$ cat src/design/eeprom_pkg.sv
package eeprom_pkg;

    // two-wire bus operations; OP_START doubles as the repeated start
    typedef enum logic [2:0]
    {
        OP_START,
        OP_STOP,
        OP_WRITE,
        OP_READ
    } bus_op_t;

    // controller -> shifter
    typedef struct packed
    {
        bus_op_t    op;
        logic [7:0] data;   // byte to send, only for OP_WRITE
    } shift_cmd_t;

    // shifter -> controller, valid with op_done
    typedef struct packed
    {
        logic [7:0] data;   // received byte after OP_READ
        logic       ack;    // slave pulled sda low in the ninth slot
    } shift_rsp_t;

    // byte address of the 2 Kbyte part
    localparam int ADDR_W = 11;

    // address bits above the low byte end up in the control byte
    localparam int BLK_W = ADDR_W - 8;

    // upper nibble of the control byte
    localparam logic [3:0] DEV_TYPE = 4'b1010;

    // r/w bit, lsb of the control byte
    localparam logic RW_WRITE = 1'b0;
    localparam logic RW_READ  = 1'b1;

    // number of half periods in each operation, minus one
    localparam logic [4:0] LAST_PH_BYTE = 5'd17;
    localparam logic [4:0] LAST_PH_COND = 5'd2;

    // ninth slot of a byte operation, ack or no-ack
    localparam logic [4:0] ACK_PH_LOW  = 5'd16;
    localparam logic [4:0] ACK_PH_HIGH = 5'd17;

endpackage
$ cat src/design/eeprom_rw_ctrl.sv
`timescale 1ns/1ps
module eeprom_rw_ctrl (
    input  logic                          CLK,
    input  logic                          RESET,
    input  logic                          wr,
    input  logic                          rd,
    input  logic [eeprom_pkg::ADDR_W-1:0] addr,
    input  logic [7:0]                    wdata,
    output logic [7:0]                    rdata,
    output logic                          ack,
    output logic                          nack,
    output logic                          busy,
    output eeprom_pkg::shift_cmd_t        cmd,
    output logic                          cmd_valid,
    input  logic                          shift_busy,
    input  logic                          op_done,
    input  eeprom_pkg::shift_rsp_t        rsp
);

    typedef enum logic [9:0]
    {
        S_IDLE       = 10'b00_0000_0001,
        S_START      = 10'b00_0000_0010,
        S_CTRL_WRITE = 10'b00_0000_0100,
        S_ADDR_WRITE = 10'b00_0000_1000,
        S_DATA_WRITE = 10'b00_0001_0000,
        S_RESTART    = 10'b00_0010_0000,
        S_CTRL_READ  = 10'b00_0100_0000,
        S_DATA_READ  = 10'b00_1000_0000,
        S_STOP       = 10'b01_0000_0000,
        S_DONE       = 10'b10_0000_0000
    } state_t;

    state_t                        state;
    state_t                        state_n;
    logic                          pending;    // cmd waiting for the shifter
    logic                          issue;
    logic                          accept;
    logic                          is_read;
    logic                          wr_byte;
    logic [eeprom_pkg::ADDR_W-1:0] addr_q;
    logic [7:0]                    wdata_q;
    eeprom_pkg::shift_cmd_t        next_cmd;

    function automatic logic [7:0] ctrl_byte(input logic [eeprom_pkg::BLK_W-1:0] blk,
                                             input logic rw);
        return {eeprom_pkg::DEV_TYPE, blk, rw};
    endfunction

    assign ack       = (state == S_DONE);
    assign busy      = !(state == S_IDLE || state == S_DONE);
    assign accept    = (state == S_IDLE || state == S_DONE) && (wr || rd);
    assign cmd_valid = pending && !shift_busy;

    // bytes that the slave has to acknowledge
    assign wr_byte = (state == S_CTRL_WRITE) || (state == S_ADDR_WRITE)
                     || (state == S_DATA_WRITE) || (state == S_CTRL_READ);

    always_comb
    begin
        state_n  = state;
        issue    = 1'b0;
        next_cmd = '{op: eeprom_pkg::OP_STOP, data: 8'h00};
        case (state)
            S_IDLE, S_DONE:
            begin
                state_n = S_IDLE;
                if (wr || rd)
                begin
                    state_n  = S_START;
                    issue    = 1'b1;
                    next_cmd = '{op: eeprom_pkg::OP_START, data: 8'h00};
                end
            end
            S_START:
                if (op_done)
                begin
                    state_n  = S_CTRL_WRITE;
                    issue    = 1'b1;
                    next_cmd = '{op: eeprom_pkg::OP_WRITE,
                                 data: ctrl_byte(addr_q[eeprom_pkg::ADDR_W-1:8],
                                                 eeprom_pkg::RW_WRITE)};
                end
            S_CTRL_WRITE:
                if (op_done)
                begin
                    state_n  = S_ADDR_WRITE;
                    issue    = 1'b1;
                    next_cmd = '{op: eeprom_pkg::OP_WRITE, data: addr_q[7:0]};
                end
            S_ADDR_WRITE:
                if (op_done)
                begin
                    issue = 1'b1;
                    if (is_read)
                    begin
                        state_n  = S_RESTART;    // random read turns the bus around
                        next_cmd = '{op: eeprom_pkg::OP_START, data: 8'h00};
                    end
                    else
                    begin
                        state_n  = S_DATA_WRITE;
                        next_cmd = '{op: eeprom_pkg::OP_WRITE, data: wdata_q};
                    end
                end
            S_RESTART:
                if (op_done)
                begin
                    state_n  = S_CTRL_READ;
                    issue    = 1'b1;
                    next_cmd = '{op: eeprom_pkg::OP_WRITE,
                                 data: ctrl_byte(addr_q[eeprom_pkg::ADDR_W-1:8],
                                                 eeprom_pkg::RW_READ)};
                end
            S_CTRL_READ:
                if (op_done)
                begin
                    state_n  = S_DATA_READ;
                    issue    = 1'b1;
                    next_cmd = '{op: eeprom_pkg::OP_READ, data: 8'h00};
                end
            S_DATA_WRITE, S_DATA_READ:
                if (op_done)
                begin
                    state_n = S_STOP;   // stop even after a nack
                    issue   = 1'b1;
                end
            S_STOP:
                if (op_done)
                    state_n = S_DONE;
            default:
                state_n = S_IDLE;
        endcase
    end

    always_ff @(posedge CLK)
    begin
        if (RESET)
        begin
            state   <= S_IDLE;
            pending <= 1'b0;
            nack    <= 1'b0;
        end
        else
        begin
            state <= state_n;
            if (issue)
                pending <= 1'b1;
            else if (cmd_valid)
                pending <= 1'b0;

            if (accept)
                nack <= 1'b0;
            else if (op_done && wr_byte)
                nack <= nack | !rsp.ack;
        end
    end

    always_ff @(posedge CLK)
    begin
        if (accept)
        begin
            addr_q  <= addr;
            wdata_q <= wdata;
            is_read <= !wr;     // wr wins
        end
        if (issue)
            cmd <= next_cmd;
        if (op_done && state == S_DATA_READ)
            rdata <= rsp.data;
    end

endmodule

$ cat config.mk
export PLATFORM = sky130hd
export DESIGN_NAME = eeprom_rw_ctrl
export DESIGN_NICKNAME = d
export VERILOG_FILES = /design/src/design/eeprom_pkg.sv /design/src/design/eeprom_rw_ctrl.sv
export SDC_FILE = /design/constraint.sdc
export NUM_CORES = 1
export LEC_CHECK = 0
export BUFFER_PORTS_ARGS = -buffer_cell sky130_fd_sc_hd__buf_2
export CORE_MARGIN = 2
export CORE_UTILIZATION = 55
export DETAILED_ROUTE_END_ITERATION = 6
export HOLD_SLACK_MARGIN = 0.06
export PLACE_DENSITY = 0.91
export SYNTH_ARGS = -nofsm -noshare
export SYNTH_HDL_FRONTEND = slang
export SYNTH_SLANG_ARGS = --single-unit
$ cat constraint.sdc
create_clock -name CLK -period 3.85 [get_ports CLK]
set_input_delay 0.5775 -clock CLK [delete_from_list [all_inputs] [get_ports CLK]]
set_output_delay 0.5775 -clock CLK [all_outputs]
set_load 0.005 [all_outputs]
# Yosys cells after proc, flatten, opt, wreduce, memory -nomap -nowiden
# Index checks and enable logic that the tools add are counted.
# totals
regBits,51
in_bits,34
output_inout_bits,23
# classes
eq_ne,17
muxes,23
n_bitwise,1
reduce_logical,19
# op_table
cell,n
$mux 10,13
$pmux 10 s8,1
$pmux 10 s6,1
$ne 2x2->1 const B,7
$eq 10x1->1 const B,1
$eq 10x10->1 const B,1
$eq 10x2->1 const B,1
$eq 10x3->1 const B,1
$eq 10x4->1 const B,1
$eq 10x5->1 const B,1
$eq 10x6->1 const B,1
$eq 10x7->1 const B,1
$eq 10x8->1 const B,1
$eq 10x9->1 const B,1
$mux 9,1
$reduce_and 7->1,1
$reduce_or 7->1,1
$mux 6,1
$reduce_or 2->1,3
$logic_or 1x1->1,5
$logic_and 1x1->1,4
$logic_not 1->1,4
$mux 1,4
$mux 2,1
3 further kinds,3

# Depth between registers and ports, before layout
# Gate-level depths: netlist of run 1.
# logic_depth
depth_word,5
ltp_mapped,7
mapped_depth_nobuf,6

# Least setup slack after synthesis of run 1
# Ideal clock, no wire load.
# synth_path
path_type,input to register
from,input op_done
to,register rdata[0] (enable)
setup_time_ns,0.395
arrival_ns,1.947
t_required_ns,3.455
path_slack_ns,1.508
cell_stages,3
cell_sequence,clkbuf_1 inv_1 nor4_1
# synth_between
elab_chain_len,1
# synth_rtl
item,line_no,text
from (decl),eeprom_rw_ctrl.sv:16,"input logic op_done,"
$logic_and 1x1->1,eeprom_rw_ctrl.sv:169,if (op_done && state == S_DATA_READ)
to (signal assigned),eeprom_rw_ctrl.sv:170,rdata <= rsp.data;
to (decl),eeprom_rw_ctrl.sv:9,"output logic [7:0] rdata,"
# Every way passes these cells.
# A chain may end at the register's enable or synchronous reset.

# Worst setup path after layout of run 1
# layout_path
from,register state[7]
to,output busy
# layout_between
elab_chain_len,3
word_cells_on_any_way,4
classes_between,eq/ne (2); reduce/logical (2)
# layout_rtl
item,line_no,text
from (decl),eeprom_rw_ctrl.sv:34,state_t state;
from (signal assigned),eeprom_rw_ctrl.sv:146,state <= state_n;
$eq 10x1->1 / $eq 10x10->1 (equally long branches),eeprom_rw_ctrl.sv:51,assign busy = !(state == S_IDLE || state == S_DONE);
$logic_or 1x1->1 (*),eeprom_rw_ctrl.sv:51,
$logic_not 1->1 (*),eeprom_rw_ctrl.sv:51,
to (decl),eeprom_rw_ctrl.sv:12,"output logic busy,"
# Mark *: on every way between the ends. The rest lies on a longest branch, timed or not.

==> results.tsv, run 1 <==
stage	metric	value	unit
finish	final_area	2530	um2
finish	final_cell_mix	buf_2 (55), edfxtp_1 (38), nor2_1 (18)	
cts	clk_pin_slew	0.09	ns
drt	wl	4370	um
grt	grt_util_all_layers	21.8	%
power_and_ir_drop	p_per_area	451	nW/um2
logic_synthesis	synthCells	164	
sta	finalHoldViolations	0	
finish	nFillCells	291	
place	placed_area	2420	um2
logic_synthesis	ys_warn_count	0	
sta	min_period	2.31	ns
sta	fmax	0.433	GHz
logic_synthesis	synth_seq_area_share	65.0	%
flow_run	drv_cap	0	
drt	wire_per_inst	16.3	um
grt	grt_pass1_vias	1513	
die	start_util	57.6	%
die	core_region_area	3690	um2
logic_synthesis	synth.net_count	198	
finish	final_common_cell	buf_2	
logic_synthesis	syn_area_per_cell	13.0	um2
cts	post_cts_buffers	0	
die	die_w	66.2	um
drt	viasPerCell	5.79	
cts	clock_path_buffers	2	
sta	clock-skew-final	0.00901	ns
power_and_ir_drop	ir_drop	0.316	mV
finish	fin_cells	268	
logic_synthesis	synthFlopType	edfxtp_1	
sta	setup_viol	0	
critical_path	arrival	1.73	ns
critical_path	cp_cell_sequence	or4_4, nor4_4, inv_1, buf_2	
cts	cts_max_level	2	
hold_path	hp-class	in -> reg	
power_and_ir_drop	leakage	0.000977	uW
logic_synthesis	async_reset_ff_share	0	%
critical_path	worstPathRequired	3.27	ns
place	hpwl	3120	um
outcome	status	finished, final reports clean	
place	io_buffers	55	
cts	cts_root_buf	clkbuf_8	
finish	drive_gt1_share	36.4	%
place	gp_congestion	0.927	
grt	grt_max_degree	25	
die	io_pins	57	
critical_path	crit_slowest_cell	or4_4	
critical_path	worstSetupEndpointType	output port	
drt	num_vias	1553	
grt	antenna_found_initial	0	
sta	finalCritPeriodShare	60.0	%
finish	regArea	1380	um2
drt	drc_errors	0	
critical_path	worst-path-buf-inv	2	
critical_path	path_class	reg -> out	
cts	cts_buffers	5	
sta	rsz0062_at_grt	no	
logic_synthesis	synth_area	2120	um2
grt	grt_pass1_wl	6960	um
critical_path	crit_path_max_incr_delay	0.59	ns
drt	initialDrtViolationCount	134	
finish	antennaDiodeCount	0	
critical_path	start_kind	register	
finish	multi_input_area	671	um2
sta	slew_headroom	52.5	%
critical_path	crit_path_max_fanout	9	
die	die_area	4380	um2
finish	finalNetCount	253	
die	die_h	66.2	um
drt	dr.pass1.iters	5	
finish	area_delta_synth_final	19.3	%
logic_synthesis	synthDistinctLibCells	45	
logic_synthesis	ys_ff_latch	50	
drt	ant_nets	0	
critical_path	critPathTopFamily	simple AND/OR/NAND/NOR gates	
grt	grt_overflow	0	
cts	clk_latency	0.31	ns
sta	worst_pin_slew	0.709	ns
logic_synthesis	synth_edf_count	38	
place	dp.cells	260	
cts	cts-resized-gates	0	
die	num_rows	22	
sta	tns	0	ns
sta	drv_slew	0	
cts	cts_tree	done	
cts	cts-hold-fix-buffers	0	
cts	cts_sinks	50	
-- cells in the mapped netlist (all sizes together) (4+ instances only) --
master / n / area [um2]
nand3: 6 / 35.0
o211ai: 4 / 30.0
edfxtp: 38 / 1140
dfxtp: 12 / 240
inv: 6 / 22.5
nor4: 5 / 61.3
a21oi: 8 / 47.6
buf: 5 / 33.8
nand2: 10 / 37.5
nor2: 18 / 67.6
o21ai: 7 / 50.0
xor2: 4 / 35.0
nor3: 5 / 30.0
-- cell families after synthesis --
family / share of synthesized area (%)
other: 0.177
XOR/XNOR: 2.06
AO/OA/AOI/OAI: 13.0
buffers and inverters: 3.42
AND/OR/NAND/NOR: 16.4
flip-flops: 65.0
-- where the power goes --
part	leakage [uW]	switching [uW]	internal, uW	total (uW)
registers	0.000464	19.0	635	654
logic	0.000456	75.5	45.3	121
clock network	0.0000562	173	194	367
-- registers in the layout (all words and copies together), names as in the netlist --
| name | count |
|---|---|
| addr_q | 11 |
| cmd | 10 |
| is_read | 1 |
| nack | 1 |
| pending | 1 |
| rdata | 8 |
| state | 10 |
| wdata_q | 8 |
-- final timing paths --
path / start / end / slack, ns / cells past startpoint
setup / recovery: state[7]$_SDFFE_PP0P_ / busy / 1.54 / 4
hold / removal: rsp[7] / rdata[6]$_DFFE_PP_ / 0.44 / 1
setup reg to reg: state[3]$_SDFFE_PP0P_ / cmd[1]$_DFFE_PP_ / 1.64 / 5
hold reg to reg: pending$_SDFFE_PP0P_ / pending$_SDFFE_PP0P_ / 0.56 / 2
-- layer usage --
layer	vias to the layer above	routed length (um)	share of wire (%)	GRT usage, %
met5	-	0	0	0
met4	0	138	3.2	12.0
met3	16	321	7.3	5.96
met2	79	2150	49	35.1
met1	726	1760	40	26.5
li1	732	-	-	-
-- final cells by class --
| type | instances | area share (%) |
|---|---|---|
| sequential | 50 | 54.5 |
| clock inverter | 3 | 1.68 |
| inverter | 7 | 1.09 |
| tap | 48 | 2.37 |
| timing repair buffer | 56 | 11.2 |
| multi-input combinational | 99 | 26.5 |
| clock buffer | 5 | 2.72 |
-- through the flow --
stage          util [%]  total power, uW  worst slack (ns)  hold slack [ns]
5_1_grt            68.7             1180              1.48            0.422
3_3_place_gp       65.7              783              1.83            0.539
4_1_cts            68.7             1150              1.53            0.435
6_report           68.7             1140              1.54            0.438
2_1_floorplan         -              732              1.51            0.507
3_5_place_dp       65.7              788              1.72            0.535
Power figures use the tool's default switching activity.
==> inputs of run 2 (changes only) <==
- ABC_AREA: not set -> 1
- CORE_UTILIZATION: 55 -> 52
- PLACE_DENSITY: 0.91 -> 0.87
- clock period: 3.85 -> 2.2 ns (I/O delays scaled with it)
==> run 2 against run 1 <==
Area after synthesis grew 2.9%; register-to-register slack lost 1.4 ns; critical path type is now reg -> reg; worst hold slack lost 0.24 ns; utilization shrank 4.0 points; highest routed layer unchanged; combinational power grew to 7.1 times the previous value; clock power grew 41%; wire length shrank 3.5%; largest power group unchanged; design area grew 2.9%; sequential share of layout area shrank 1.5 points.
==> results.tsv, run 2 <==
stage	metric	value	unit	change
power_and_ir_drop	leakage	0.00118	uW	was 0.000977 uW
logic_synthesis	yosys-top-cells-area	edfxtp_1 (52%), dfxtp_1 (11%), nand2_1 (8.4%)		was edfxtp_1 (54%), dfxtp_1 (11%), nor2_1 (3.2%)
drt	wire_per_inst	12.7	um	was 16.3 um
power_and_ir_drop	pwr-share-comb	29.8	%	was 10.6%
sta	finalCritPeriodShare	87.1	%	
cts	cts_max_level	2		unchanged
cts	clk_latency	0.30	ns	was 0.31 ns
cts	cts-hold-fix-buffers	0		unchanged
finish	multi_input_area	686	um2	was 671 um2
logic_synthesis	synth_edf_count	38		unchanged
finish	area_delta_synth_final	19.2	%	was 19.3%
cts	clock_path_buffers	2		unchanged
finish	final_common_cell	buf_2		unchanged
cts	cts_sinks	50		unchanged
power_and_ir_drop	p_sw_share	33.4	%	was 23.5%
sta	tns	0	ns	unchanged
logic_synthesis	synth_area	2190	um2	was 2120 um2
drt	drc_errors	0		unchanged
drt	dr.pass1.iters	5		unchanged
die	core_region_area	4030	um2	was 3690 um2
power_and_ir_drop	p_sw	961	uW	was 268 uW
sta	fmax	0.522	GHz	
logic_synthesis	syn_area_per_cell	9.94	um2	was 13.0 um2
cts	cts-resized-gates	0		unchanged
logic_synthesis	synth_common_cells	nand2_1 (49), edfxtp_1 (38), nor2_1 (32)		was edfxtp_1 (38), nor2_1 (18), dfxtp_1 (12)
flow_run	drv_cap	0		unchanged
critical_path	worstReg2RegStart	state[9]$_SDFFE_PP0P_		was state[3]$_SDFFE_PP0P_
power_and_ir_drop	seq_power_share	52.2	%	was 57.3%
hold_path	hp-class	in -> reg		unchanged
die	die_h	68.9	um	was 66.2 um
drt	num_vias	1651		was 1553
sta	setup_viol	0		unchanged
finish	regArea	1380	um2	unchanged
place	hpwl	3270	um	was 3120 um
sta	rsz0062_at_grt	no		unchanged
die	die_area	4740	um2	was 4380 um2
die	io_pins	57		unchanged
finish	antennaDiodeCount	0		unchanged
sta	worst_pin_slew	0.675	ns	was 0.709 ns
cts	post_cts_buffers	0		unchanged
cts	cts_root_buf	clkbuf_8		unchanged
finish	largest_reg_flops	11		unchanged
power_and_ir_drop	p_per_area	1100	nW/um2	was 451 nW/um2
die	start_util	54.3	%	was 57.6%
outcome	status	finished, final reports clean		unchanged
finish	max_flop_register	addr_q		unchanged
logic_synthesis	synthFlopType	edfxtp_1		unchanged
drt	initialDrtViolationCount	85		was 134
hold_path	hp-start	rsp[7]		unchanged
drt	ant_nets	0		unchanged
hold_path	whs_path_depth	1		unchanged
critical_path	worstPathRequired	2.16	ns	was 3.27 ns
critical_path	crit_path_max_fanout	10		was 9
finish	final_cell_mix	buf_2 (55), nand2_1 (49), edfxtp_1 (38)		was buf_2 (55), edfxtp_1 (38), nor2_1 (18)
cts	cts_buffers	5		unchanged
critical_path	arrival	1.88	ns	was 1.73 ns
grt	grt_pass1_wl	6610	um	was 6960 um
power_and_ir_drop	p_int	1920	uW	was 874 uW
logic_synthesis	synthDistinctLibCells	24		was 45
logic_synthesis	yosysTopAreaCell	edfxtp_1		unchanged
die	die_w	68.9	um	was 66.2 um
sta	clock-skew-final	0.00923	ns	was 0.00901 ns
drt	wl	4220	um	was 4370 um
logic_synthesis	synth.net_count	254		was 198
critical_path	start_kind	register		unchanged
sta	slew_headroom	54.9	%	was 52.5%
critical_path	r2r_setup_slack	0.28	ns	was 1.64 ns
finish	drive_gt1_share	29.7	%	was 36.4%
die	num_rows	23		was 22
sta	finalHoldViolations	0		unchanged
logic_synthesis	ys_ff_latch	50		unchanged
cts	clk_pin_slew	0.09	ns	about the same
critical_path	r2r_cells	7		was 5
drt	viasPerCell	4.96		was 5.79
finish	nFillCells	317		was 291
logic_synthesis	synth_seq_area_share	63.2	%	was 65.0%
logic_synthesis	synth.top_cell.area_share	52.2	%	was 53.7%
grt	grt_overflow	0		unchanged
cts	cts_tree	done		unchanged
sta	drv_slew	0		unchanged
place	placed_area	2520	um2	was 2420 um2
grt	antenna_found_initial	0		unchanged
place	gp_congestion	0.928		was 0.927
grt	grt_max_degree	17		was 25
logic_synthesis	async_reset_ff_share	0	%	unchanged
critical_path	startpoint	state[9]$_SDFFE_PP0P_		was state[7]$_SDFFE_PP0P_
sta	min_period	1.92	ns	
finish	reg_top3	addr_q: 11 flops, cmd: 10 flops, state: 10 flops		unchanged
power_and_ir_drop	ir_drop	0.768	mV	was 0.316 mV
logic_synthesis	ys_warn_count	0		unchanged
critical_path	r2r-end	cmd[1]$_DFFE_PP_		unchanged
critical_path	worstSetupEndpointType	register		was output port
finish	finalNetCount	316		was 253
critical_path	path_class	reg -> reg		was reg -> out
hold_path	whs_endpoint	rdata[6]$_DFFE_PP_		unchanged
place	io_buffers	55		unchanged
power_and_ir_drop	p_clk_share	18.0	%	was 32.1%
logic_synthesis	synth_most_common_cell	nand2_1		was edfxtp_1
logic_synthesis	synthCells	220		was 164
grt	grt_pass1_vias	1481		was 1513
finish	final_area	2610	um2	was 2530 um2
grt	grt_util_all_layers	19.7	%	was 21.8%
-- run 2: how the worst max path moves through the flow --
stage / end / slack (ns) / cells after the start
after global placement: cmd[4]$_DFFE_PP_ / 0.39 / 7
after CTS: cmd[2]$_DFFE_PP_ / 0.28 / 7
after floorplan: addr_q[0]$_DFFE_PP_ / 0.35 / 7
final: cmd[1]$_DFFE_PP_ / 0.28 / 7
after detailed placement: cmd[5]$_DFFE_PP_ / 0.29 / 7
after global routing: cmd[2]$_DFFE_PP_ / 0.12 / 7
-- run 2: layout make-up --
class                   count  share of cell area (%)
clock inverters             2                   0.528
multi-input cells         141                    26.3
clock buffers               6                    2.78
well taps                  50                    2.40
inverters                  27                    3.89
repair buffers             57                    11.1
flip-flops and latches     50                    53.0
-- run 2: cell families (layout without fill, tap and decap cells) --
| logic type | after synthesis | count (layout) | synth area share, % |
|---|---|---|---|
| buffers and inverters | 29 | 92 | 5.49 |
| DFF | 50 | 50 | 63.2 |
| and+or+nand+nor | 124 | 124 | 27.2 |
| AOI/OAI and AO/OA | 16 | 16 | 3.95 |
| other | 1 | 1 | 0.171 |
-- run 2: power by group through the flow --
stage	sequential, uW	combinational [uW]	clock (uW)
after CTS	1500	864	530
after detailed placement	1520	862	0
after global routing	1530	963	574
final	1500	858	518
after floorplan	1520	538	0
after global placement	1510	835	0
-- run 2: critical path, stage by stage (launching register included) --
cell and delay, ns:
dfxtp_1 0.35, nor2_4 0.25, inv_2 0.08, nor3_1 0.13
nand3_1 0.09, nand2_1 0.11, o21ai_0 0.18, nand2_1 0.37
-- run 2: per-layer routing --
| layer | up-vias | track usage (%) | part of all wire (%) |
|---|---|---|---|
| li1 | 849 | - | - |
| met1 | 721 | 24.8 | 40 |
| met2 | 75 | 31.6 | 50 |
| met3 | 6 | 5.03 | 8.9 |
| met4 | 0 | 9.56 | 1.7 |
| met5 | - | 0 | 0 |
-- run 2: through the flow --
| step | hold WS [ns] | total power, uW | cells | worst slack (ns) | utilization (%) |
|---|---|---|---|---|---|
| final | 0.195 | 2880 | 333 | 0.283 | 64.7 |
| after global routing | 0.184 | 3070 | 333 | 0.119 | 64.7 |
| after CTS | 0.193 | 2900 | 333 | 0.281 | 64.7 |
| after detailed placement | 0.471 | 2380 | 325 | 0.290 | 62.6 |
| after global placement | 0.450 | 2350 | 325 | 0.389 | 62.6 |
| after floorplan | 0.399 | 2060 | 220 | 0.346 | - |
